==> src/frame_fifo_defines.svh <==
// frame FIFO sizing constants and the bad-frame marker value

`ifndef FRAME_FIFO_DEFINES_SVH
`define FRAME_FIFO_DEFINES_SVH

// memory entries with one beat per entry
`define FF_DEPTH 16

// address bits into the memory as log2 of FF_DEPTH
`define FF_AW 4

// beat payload width
`define FF_DATA_W 32

// user sideband width
`define FF_USER_W 1

// user value on the last beat that marks the frame as bad
`define FF_USER_BAD 1

`endif

==> src/frame_fifo_pkg.sv <==
// frame FIFO types shared by the write, storage and read blocks

`default_nettype none

`include "frame_fifo_defines.svh"

package frame_fifo_pkg;

    typedef logic [`FF_DATA_W-1:0] data_t;
    typedef logic [`FF_USER_W-1:0] user_t;
    typedef logic [`FF_AW-1:0]     addr_t;

    // extra msb tells a full memory from an empty one
    typedef logic [`FF_AW:0]       ptr_t;
    typedef logic [`FF_AW:0]       depth_t;

    // one stream beat that is also the memory word
    typedef struct packed {
        data_t data;
        logic  last;
        user_t user;
    } beat_t;

    // single-cycle per-frame outcome pulses
    typedef struct packed {
        logic good_frame;
        logic bad_frame;
        logic overflow;
    } frame_status_t;

    typedef enum logic [1:0] {
        WR_IDLE,
        WR_FRAME,
        WR_DROP
    } wr_state_e;

endpackage

`default_nettype wire

==> src/frame_fifo.sv <==
// frame FIFO top that joins write control, beat memory and read pipeline

`default_nettype none

module frame_fifo
    import frame_fifo_pkg::*;
(
    input  wire logic          m_clk,
    input  wire logic          m_rst,

    // input stream
    input  wire logic          s_valid,
    input  wire beat_t         s_beat,
    output logic               s_ready,

    // output stream
    output logic               m_valid,
    output beat_t              m_beat,
    input  wire logic          m_ready,

    // per-frame status and fill level
    output frame_status_t      status,
    output depth_t             status_depth,
    output depth_t             status_depth_commit
);

    logic  wr_en;
    addr_t wr_addr;
    beat_t wr_beat;
    logic  rd_en;
    addr_t rd_addr;
    beat_t rd_beat;
    ptr_t  commit_ptr;
    ptr_t  rd_ptr;

    frame_fifo_wr_ctrl wr_ctrl_i (
        .m_clk               (m_clk),
        .m_rst               (m_rst),
        .s_valid             (s_valid),
        .s_beat              (s_beat),
        .s_ready             (s_ready),
        .rd_ptr              (rd_ptr),
        .wr_en               (wr_en),
        .wr_addr             (wr_addr),
        .wr_beat             (wr_beat),
        .commit_ptr          (commit_ptr),
        .status              (status),
        .status_depth        (status_depth),
        .status_depth_commit (status_depth_commit)
    );

    frame_fifo_ram ram_i (
        .m_clk   (m_clk),
        .wr_en   (wr_en),
        .wr_addr (wr_addr),
        .wr_beat (wr_beat),
        .rd_en   (rd_en),
        .rd_addr (rd_addr),
        .rd_beat (rd_beat)
    );

    frame_fifo_rd_pipe rd_pipe_i (
        .m_clk      (m_clk),
        .m_rst      (m_rst),
        .commit_ptr (commit_ptr),
        .rd_beat    (rd_beat),
        .m_ready    (m_ready),
        .rd_en      (rd_en),
        .rd_addr    (rd_addr),
        .rd_ptr     (rd_ptr),
        .m_valid    (m_valid),
        .m_beat     (m_beat)
    );

endmodule

`default_nettype wire

==> src/frame_fifo_ram.sv <==
// frame FIFO beat memory with one write port and one registered read port

`default_nettype none

`include "frame_fifo_defines.svh"

module frame_fifo_ram
    import frame_fifo_pkg::*;
(
    input  wire logic  m_clk,

    input  wire logic  wr_en,
    input  wire addr_t wr_addr,
    input  wire beat_t wr_beat,

    input  wire logic  rd_en,
    input  wire addr_t rd_addr,
    output beat_t      rd_beat
);

    beat_t mem [`FF_DEPTH];

    always_ff @(posedge m_clk) begin
        if (wr_en) begin
            mem[wr_addr] <= wr_beat;
        end
    end

    // output register holds its word while rd_en is low
    always_ff @(posedge m_clk) begin
        if (rd_en) begin
            rd_beat <= mem[rd_addr];
        end
    end

endmodule

`default_nettype wire

==> src/frame_fifo_rd_pipe.sv <==
// frame FIFO read side with the read pointer, a RAM stage and an output stage under back-pressure

`default_nettype none

`include "frame_fifo_defines.svh"

module frame_fifo_rd_pipe
    import frame_fifo_pkg::*;
(
    input  wire logic  m_clk,
    input  wire logic  m_rst,

    // committed end of data from the write side
    input  wire ptr_t  commit_ptr,

    // memory read port
    input  wire beat_t rd_beat,
    output logic       rd_en,
    output addr_t      rd_addr,
    output ptr_t       rd_ptr,

    // output stream
    output logic       m_valid,
    output beat_t      m_beat,
    input  wire logic  m_ready
);

    ptr_t  rd_ptr_q;
    logic  ram_valid;
    logic  out_valid;
    beat_t out_beat;

    logic empty;
    logic out_take;
    logic ram_take;

    // only committed frames are visible here
    assign empty = rd_ptr_q == commit_ptr;

    // output stage is free or its beat leaves this cycle
    assign out_take = m_ready || !out_valid;

    // RAM stage is free or moves into the output stage
    assign ram_take = !ram_valid || out_take;

    assign rd_en = !empty && ram_take;
    assign rd_addr = rd_ptr_q[`FF_AW-1:0];
    assign rd_ptr = rd_ptr_q;

    assign m_valid = out_valid;
    assign m_beat = out_beat;

    always_ff @(posedge m_clk or posedge m_rst) begin
        if (m_rst) begin
            rd_ptr_q <= '0;
            ram_valid <= 1'b0;
            out_valid <= 1'b0;
        end else begin
            if (rd_en) begin
                rd_ptr_q <= rd_ptr_q + ptr_t'(1);
            end

            // RAM stage keeps its beat while the output stage stalls
            if (ram_take) begin
                ram_valid <= rd_en;
            end

            if (out_take) begin
                out_valid <= ram_valid;
            end
        end
    end

    // payload follows the valid bit
    always_ff @(posedge m_clk) begin
        if (out_take && ram_valid) begin
            out_beat <= rd_beat;
        end
    end

endmodule

`default_nettype wire

==> src/frame_fifo_wr_ctrl.sv <==
// frame FIFO write control that stores beats and commits, drops or rewinds whole frames

`default_nettype none

`include "frame_fifo_defines.svh"

module frame_fifo_wr_ctrl
    import frame_fifo_pkg::*;
(
    input  wire logic          m_clk,
    input  wire logic          m_rst,

    // input stream
    input  wire logic          s_valid,
    input  wire beat_t         s_beat,
    output logic               s_ready,

    // read pointer from the read pipeline for full detection
    input  wire ptr_t          rd_ptr,

    // memory write port
    output logic               wr_en,
    output addr_t              wr_addr,
    output beat_t              wr_beat,

    // end of the last committed frame
    output ptr_t               commit_ptr,

    output frame_status_t      status,
    output depth_t             status_depth,
    output depth_t             status_depth_commit
);

    wr_state_e     state;
    ptr_t          wr_ptr;
    ptr_t          wr_ptr_inc;
    ptr_t          commit_ptr_q;
    frame_status_t status_q;
    depth_t        depth_q;
    depth_t        depth_commit_q;
    logic          active;

    logic full;
    logic oversize;
    logic bad_user;
    logic accept;
    logic dropping;

    // same address with opposite wrap bit means the memory holds FF_DEPTH entries
    assign full = wr_ptr == {~rd_ptr[`FF_AW], rd_ptr[`FF_AW-1:0]};

    // current frame already fills the whole memory on its own
    assign oversize = wr_ptr == {~commit_ptr_q[`FF_AW], commit_ptr_q[`FF_AW-1:0]};

    assign bad_user = s_beat.user == user_t'(`FF_USER_BAD);
    assign wr_ptr_inc = wr_ptr + ptr_t'(1);

    // beats of an oversize frame are taken and thrown away
    assign dropping = (state == WR_DROP) || oversize;

    assign s_ready = active && (!full || dropping);
    assign accept = s_valid && s_ready;

    assign wr_en = accept && !dropping;
    assign wr_addr = wr_ptr[`FF_AW-1:0];
    assign wr_beat = s_beat;

    assign commit_ptr = commit_ptr_q;
    assign status = status_q;
    assign status_depth = depth_q;
    assign status_depth_commit = depth_commit_q;

    always_ff @(posedge m_clk or posedge m_rst) begin
        if (m_rst) begin
            active <= 1'b0;
            state <= WR_IDLE;
            wr_ptr <= '0;
            commit_ptr_q <= '0;
            status_q <= '0;
        end else begin
            active <= 1'b1;
            status_q <= '0;

            if (accept) begin
                if (dropping) begin
                    if (s_beat.last) begin
                        // give back the space taken by the partial frame
                        wr_ptr <= commit_ptr_q;
                        state <= WR_IDLE;
                        status_q.overflow <= 1'b1;
                    end else begin
                        state <= WR_DROP;
                    end
                end else if (s_beat.last) begin
                    state <= WR_IDLE;
                    if (bad_user) begin
                        wr_ptr <= commit_ptr_q;
                        status_q.bad_frame <= 1'b1;
                    end else begin
                        // frame becomes visible to the read side
                        wr_ptr <= wr_ptr_inc;
                        commit_ptr_q <= wr_ptr_inc;
                        status_q.good_frame <= 1'b1;
                    end
                end else begin
                    wr_ptr <= wr_ptr_inc;
                    state <= WR_FRAME;
                end
            end
        end
    end

    // fill level lags the pointers by one cycle
    always_ff @(posedge m_clk or posedge m_rst) begin
        if (m_rst) begin
            depth_q <= '0;
            depth_commit_q <= '0;
        end else begin
            depth_q <= depth_t'(wr_ptr - rd_ptr);
            depth_commit_q <= depth_t'(commit_ptr_q - rd_ptr);
        end
    end

endmodule

`default_nettype wire

==> config.mk <==
export PLATFORM = sky130hd
export DESIGN_NAME = frame_fifo
export DESIGN_NICKNAME = d
export VERILOG_FILES = /design/src/frame_fifo_pkg.sv /design/src/frame_fifo.sv /design/src/frame_fifo_ram.sv /design/src/frame_fifo_rd_pipe.sv /design/src/frame_fifo_wr_ctrl.sv
export VERILOG_INCLUDE_DIRS = /design/src
export SDC_FILE = /design/constraint.sdc
export NUM_CORES = 1
export LEC_CHECK = 0
export BUFFER_PORTS_ARGS = -buffer_cell sky130_fd_sc_hd__buf_4
export CAP_MARGIN = 5
export CORE_MARGIN = 2
export CORE_UTILIZATION = 35
export CTS_BUF_LIST = sky130_fd_sc_hd__clkbuf_4
export DETAILED_ROUTE_END_ITERATION = 10
export GPL_TIMING_DRIVEN = 0
export PLACE_DENSITY = 0.48
export SLEW_MARGIN = 20
export SYNTH_ARGS = -nofsm -noshare
export SYNTH_HDL_FRONTEND = slang
export SYNTH_SLANG_ARGS = --single-unit
==> constraint.sdc <==
create_clock -name m_clk -period 7.55 [get_ports m_clk]
set_clock_uncertainty 0.15 [all_clocks]
set_input_delay 0.3775 -clock m_clk [delete_from_list [all_inputs] [get_ports m_clk]]
set_output_delay 0.3775 -clock m_clk [all_outputs]
set_load 0.1 [all_outputs]
# Yosys cells after proc, flatten, opt, wreduce, memory -nomap -nowiden
# Memory sizes are Yosys's and may differ from the RTL's. A register that Yosys moved wholly into a read port is not among the register bits.
# Cells that the tools add are included.
[classes]
n_addsub = 4
eq_ne = 5
muxes = 16
n_bitwise = 3
n_reduce_logical = 16
[op_table]
columns = ["operator", "n"]
rows = [
  ["2-to-1 mux 5 bit", 4],
  ["== test 5 bit", 3],
  ["adder 5 x 1 -> 5 bit (second input constant)", 2],
  ["subtractor 5 bit", 2],
  ["2-to-1 mux 2 bit", 4],
  ["2-to-1 mux 1 bit", 7],
  ["logical AND 1 bit", 5],
  ["logical NOT 1 bit", 5],
  ["logical OR 1 bit", 4],
  ["2-to-1 mux 3 bit", 1],
  ["inverter 1 bit", 3],
  ["AND reduction 3 bit", 1],
  ["== test 2 bit (second input constant)", 1],
  ["!= test 2 bit (second input constant)", 1],
  ["AND reduction 2 bit", 1],
]
[word_totals]
regBits = 67
mem_bits_rw = 544
input_bits = 38
word_cells = 60
mem_count = 1
[memory_table]
columns = ["memory", "words", "width", "read_ports", "rd_ports_with_merged_regs", "wr", "line_no", "rtl"]
rows = [
  ["ram_i.mem", 16, 34, 1, 1, 1, "frame_fifo_ram.sv:21", "beat_t mem [`FF_DEPTH];"],
]

# Depth between registers and ports, before layout
[logic_depth]
depth_word = 9
mapped_depth = 11

# Modules after synthesis
# Synthesis repeated with hierarchy kept, for this count alone.
[hier_totals]
hier_cells = 1135
hier_area_um2 = 24582.3
[modules_own_cells]
columns = ["mod", "n_inst", "cells_per_inst", "area_each_um2"]
rows = [
  ["frame_fifo_ram", 1, 888, 21416.8],
  ["frame_fifo_wr_ctrl", 1, 173, 1721.7],
  ["frame_fifo_rd_pipe", 1, 74, 1443.9],
]

# Worst setup path after synthesis
# No wires, ideal clock.
[synth_path]
kind = "reg-to-reg"
startpoint = "register rd_pipe_i.rd_ptr_q[2] (netlist: rd_pipe_i.rd_ptr[2])"
endpoint = "memory ram_i.mem[0][0] (netlist bit), enable pin"
setup_ns = 0.467
arrival_time_ns = 4.501
required_time_ns = 6.933
path_slack_ns = 2.432
path_stages_with_launch = 11
period_less_slack_ns = 5.118
path_cell_list = "dfrtp_1 buf_2 buf_2 clkinv_1 clkbuf_1 ha_1 nand4_1 o21ai_2 a211oi_2 nand2_1 nor3_1"
[synth_between]
elab_chain_len = 8
[synth_rtl]
columns = ["item", "line_no", "rtl"]
rows = [
  ["from (decl)", "frame_fifo_rd_pipe.sv:28", "ptr_t rd_ptr_q;"],
  ["from (signal assigned)", "frame_fifo_rd_pipe.sv:60", "rd_ptr_q <= rd_ptr_q + ptr_t'(1);"],
  ["== test 5 bit", "frame_fifo_wr_ctrl.sv:50", "assign full = wr_ptr == {~rd_ptr[`FF_AW], rd_ptr[`FF_AW-1:0]};"],
  ["logical NOT 1 bit", "frame_fifo_wr_ctrl.sv:61", "assign s_ready = active && (!full || dropping);"],
  ["logical OR 1 bit", "frame_fifo_wr_ctrl.sv:61", ""],
  ["logical AND 1 bit", "frame_fifo_wr_ctrl.sv:61", ""],
  ["logical AND 1 bit", "frame_fifo_wr_ctrl.sv:62", "assign accept = s_valid && s_ready;"],
  ["logical AND 1 bit", "frame_fifo_wr_ctrl.sv:64", "assign wr_en = accept && !dropping;"],
  ["2-to-1 mux 1 bit", "frame_fifo_ram.sv:24", "if (wr_en) begin"],
  ["2-to-1 mux 1 bit (not written as such)", "frame_fifo_ram.sv:25", "mem[wr_addr] <= wr_beat;"],
  ["to (decl)", "frame_fifo_ram.sv:21", ""],
]
# No other way between the ends.

# Worst setup path in the final report
[layout_path]
startpoint = "register rd_pipe_i.rd_ptr_q[2] (netlist: rd_pipe_i.rd_ptr[2])"
endpoint = "memory ram_i.mem[0][15] (netlist bit), enable pin"
# The elaborated chain is that of the path after synthesis.

==> impl_metrics.json <==
{
  "status": "complete, no violations",
  "coreArea_sq_um": 69800,
  "max_freq_mhz": 196,
  "post-route-min-period_ps": 5110,
  "path_clk_slew_ps": 60,
  "synth_nets": 1253,
  "power_density_nw_per_um2": 379,
  "drv_cap": 0,
  "hold_path_end": "ram_i.mem[14][26]",
  "seq_area_frac_synth": 0.780,
  "multi_input_area_sq_um": 5170,
  "grt_use_total": 0.169,
  "yosysWarningCount": 0,
  "num_vias": 13028,
  "final_common_cell": "edfxtp_1",
  "port_buffers": 86,
  "worstPathArrival_ps": 5640,
  "ff2ff_setup_slack_ps": 2440,
  "row_count": 97,
  "grt_overflow": 0,
  "stdcell_area_sq_um": 30400,
  "critPathCaptureType": "register",
  "syn_inst": 1200,
  "drtPass1Iterations": 5,
  "ant_nets": 0,
  "grt_pass1_wl_microns": 89200,
  "finalHoldViolations": 0,
  "synth.avg_cell_area_sq_um": 20.5,
  "async_reset_ff_frac": 0.0512,
  "worstSetupStartpointType": "register",
  "synth.distinct_cells": 47,
  "synth_top_flop_cell": "edfxtp_1",
  "wl_per_cell_microns": 22.4,
  "synth_edf_count": 612,
  "holdPathStages": 2,
  "cts_tree": "yes",
  "die_y_microns": 269,
  "register_area_sq_um": 19200,
  "fillers": 6197,
  "post-cts-setup-buffers": 0,
  "worst_r2r_path_depth": 12,
  "root_buffer": "clkbuf_4",
  "min_from": "s_beat[26]",
  "io_pins": 87,
  "dpl_cell_area_sq_um": 27400,
  "finalSetupViolCount": 0,
  "syn_area_sq_um": 24600,
  "synth_seq_cells": 645,
  "worst-path-max-fanout": 11,
  "drt-initial-drc-count": 873,
  "layout.nets": 1633,
  "first_global_vias": 13899,
  "worst_hold_slack_ps": 108,
  "mostFrequentLayoutCells": "edfxtp_1, clkbuf_4, nand2_1",
  "required_ps": 8090,
  "timing.final.crit_share": 0.676,
  "dp.final_hpwl_microns": 38300,
  "h-tree-depth": 4,
  "fin_tns_setup_ps": 0,
  "cts_buffers": 173,
  "die_x_microns": 269,
  "clkSinkCount": 645,
  "grt_max_degree": 35,
  "drive_above_1_share": 0.349,
  "critPathKind": "reg -> reg",
  "r2r-start": "rd_pipe_i.rd_ptr[2]",
  "r2r-end": "ram_i.mem[0][15]",
  "rsz0062_at_grt": "no",
  "hold_class": "in -> reg",
  "p_leak_nw": 10.5,
  "antenna_found_initial": 3,
  "area_growth_pct": 23.6,
  "maxSlewViolCount": 0,
  "die_area_sq_um": 72500,
  "peakVddDrop_v": 0.000253,
  "clk_latency_ps": 1000,
  "vias_per_cell": 4.90,
  "place.gp.congestion": 0.738,
  "cts_buffer_depth": 3,
  "worst_pin_slew_ps": 1030,
  "start_util": 0.353,
  "drt-total-wl_microns": 59600,
  "slew_headroom": 0.312,
  "drc": 0
}
[layer usage]
metal,share of wire,global-route usage,vias up
met5,0.00012,0,-
met1,0.44,0.222,6820
met2,0.48,0.268,378
met3,0.058,0.0470,90
li1,-,-,5738
met4,0.018,0.0601,2
[flip-flops by register name (all words and copies together), names as in the netlist, 2 cells and up]
name                           count
wr_ctrl_i.wr_ptr                   5
wr_ctrl_i.commit_ptr               5
wr_ctrl_i.state                    2
ram_i.rd_beat                     34
rd_pipe_i.rd_ptr                   5
ram_i.mem                        544
wr_ctrl_i.status_depth_commit      5
rd_pipe_i.m_beat                  34
wr_ctrl_i.status_depth             5
wr_ctrl_i.status                   3
[repair_timing]
item,4_1_cts,5_1_grt
hold buffers,73,0
gates resized for setup,0,0
endpoints found under the setup margin,0,0
hold endpoints to repair,629,0
[final cells by class]
type,count,area share
Sequential cell,645,0.631
Multi-Input combinational cell,482,0.170
Timing Repair Buffer,205,0.0740
Clock buffer,262,0.0647
Tap cell,940,0.0387
Buffer,55,0.00962
Clock inverter,46,0.00897
Inverter,18,0.00222
Antenna cell,8,0.000658
[synthesized netlist by cell type, types with 2 or more instances]
cell type | number | area share
a31oi_1 | 34 | 0.0086
o211ai_1 | 4 | 0.0012
mux4_2 | 136 | 0.12
and3_1 | 36 | 0.0091
nor2b_1 | 3 | 0.00076
a21o_1 | 4 | 0.0012
clkinv_1 | 2 | 0.00031
nand2b_1 | 4 | 0.0010
a21oi_1 | 12 | 0.0024
fa_1 | 2 | 0.0016
o21ai_0 | 3 | 0.00061
edfxtp_1 | 612 | 0.75
ha_1 | 13 | 0.0066
o2bb2ai_1 | 2 | 0.00071
nand4_1 | 6 | 0.0015
clkbuf_1 | 23 | 0.0035
and2_1 | 3 | 0.00076
buf_6 | 5 | 0.0023
nand2_1 | 152 | 0.023
buf_1 | 8 | 0.0012
buf_4 | 10 | 0.0030
mux2i_1 | 4 | 0.0016
nor3_1 | 8 | 0.0016
inv_1 | 16 | 0.0024
dfrtp_1 | 33 | 0.034
xor2_1 | 7 | 0.0025
xnor2_1 | 13 | 0.0046
nor2_1 | 17 | 0.0026
buf_2 | 9 | 0.0018
a22o_1 | 2 | 0.00071
[worst max-delay path, cell delays in order, from the launching register on]
cell	delay, ps
dfrtp_1	330
buf_2	220
buf_2	370
clkinv_1	420
clkbuf_1	490
ha_1	500
nand4_1	220
o21ai_2	120
a211oi_2	490
nand2_1	340
nor3_2	620
buf_4	310
buf_4	200
[worst max path at each step]
stage / from / endpoint / slack (ps)
final: rd_pipe_i.rd_ptr[2] / ram_i.mem[0][15] / 2440
after CTS: rd_pipe_i.rd_ptr[2] / ram_i.mem[0][18] / 2310
after floorplan: rd_pipe_i.rd_ptr[2] / ram_i.mem[0][0] / 2430
after global routing: rd_pipe_i.rd_ptr[2] / ram_i.mem[0][15] / 2170
after detailed placement: rd_pipe_i.rd_ptr[2] / ram_i.mem[0][16] / 2340
after global placement: rd_pipe_i.rd_ptr[2] / ram_i.mem[2][16] / -1780
[kinds of logic after synthesis]
| logic type | synth area share |
|---|---|
| XOR/XNOR | 0.00712 |
| adder cells (fa/ha/maj) | 0.00823 |
| other | 0.000152 |
| buffers and inverters | 0.0146 |
| AO/OA/AOI/OAI | 0.0218 |
| multiplexers | 0.126 |
| flip-flops | 0.780 |
| AND/OR/NAND/NOR | 0.0420 |
[report_power, final]
part / switching, W / internal [W] / leakage, nW
clock network: 0.00142 / 0.00168 / 1.33
registers: 0.000140 / 0.00440 / 5.95
logic: 0.00249 / 0.00140 / 3.17
[per-stage QoR]
stage	util	instances	total power, W	setup WS [ps]
floorplan	-	1200	0.00729	2430
global placement	0.379	2226	0.00846	-1780
detailed placement	0.393	2272	0.00858	2340
CTS	0.436	2653	0.0118	2310
global route	0.436	2658	0.0122	2170
finish	0.436	2661	0.0115	2440
Note: power is estimated with default switching activity, not from simulation.
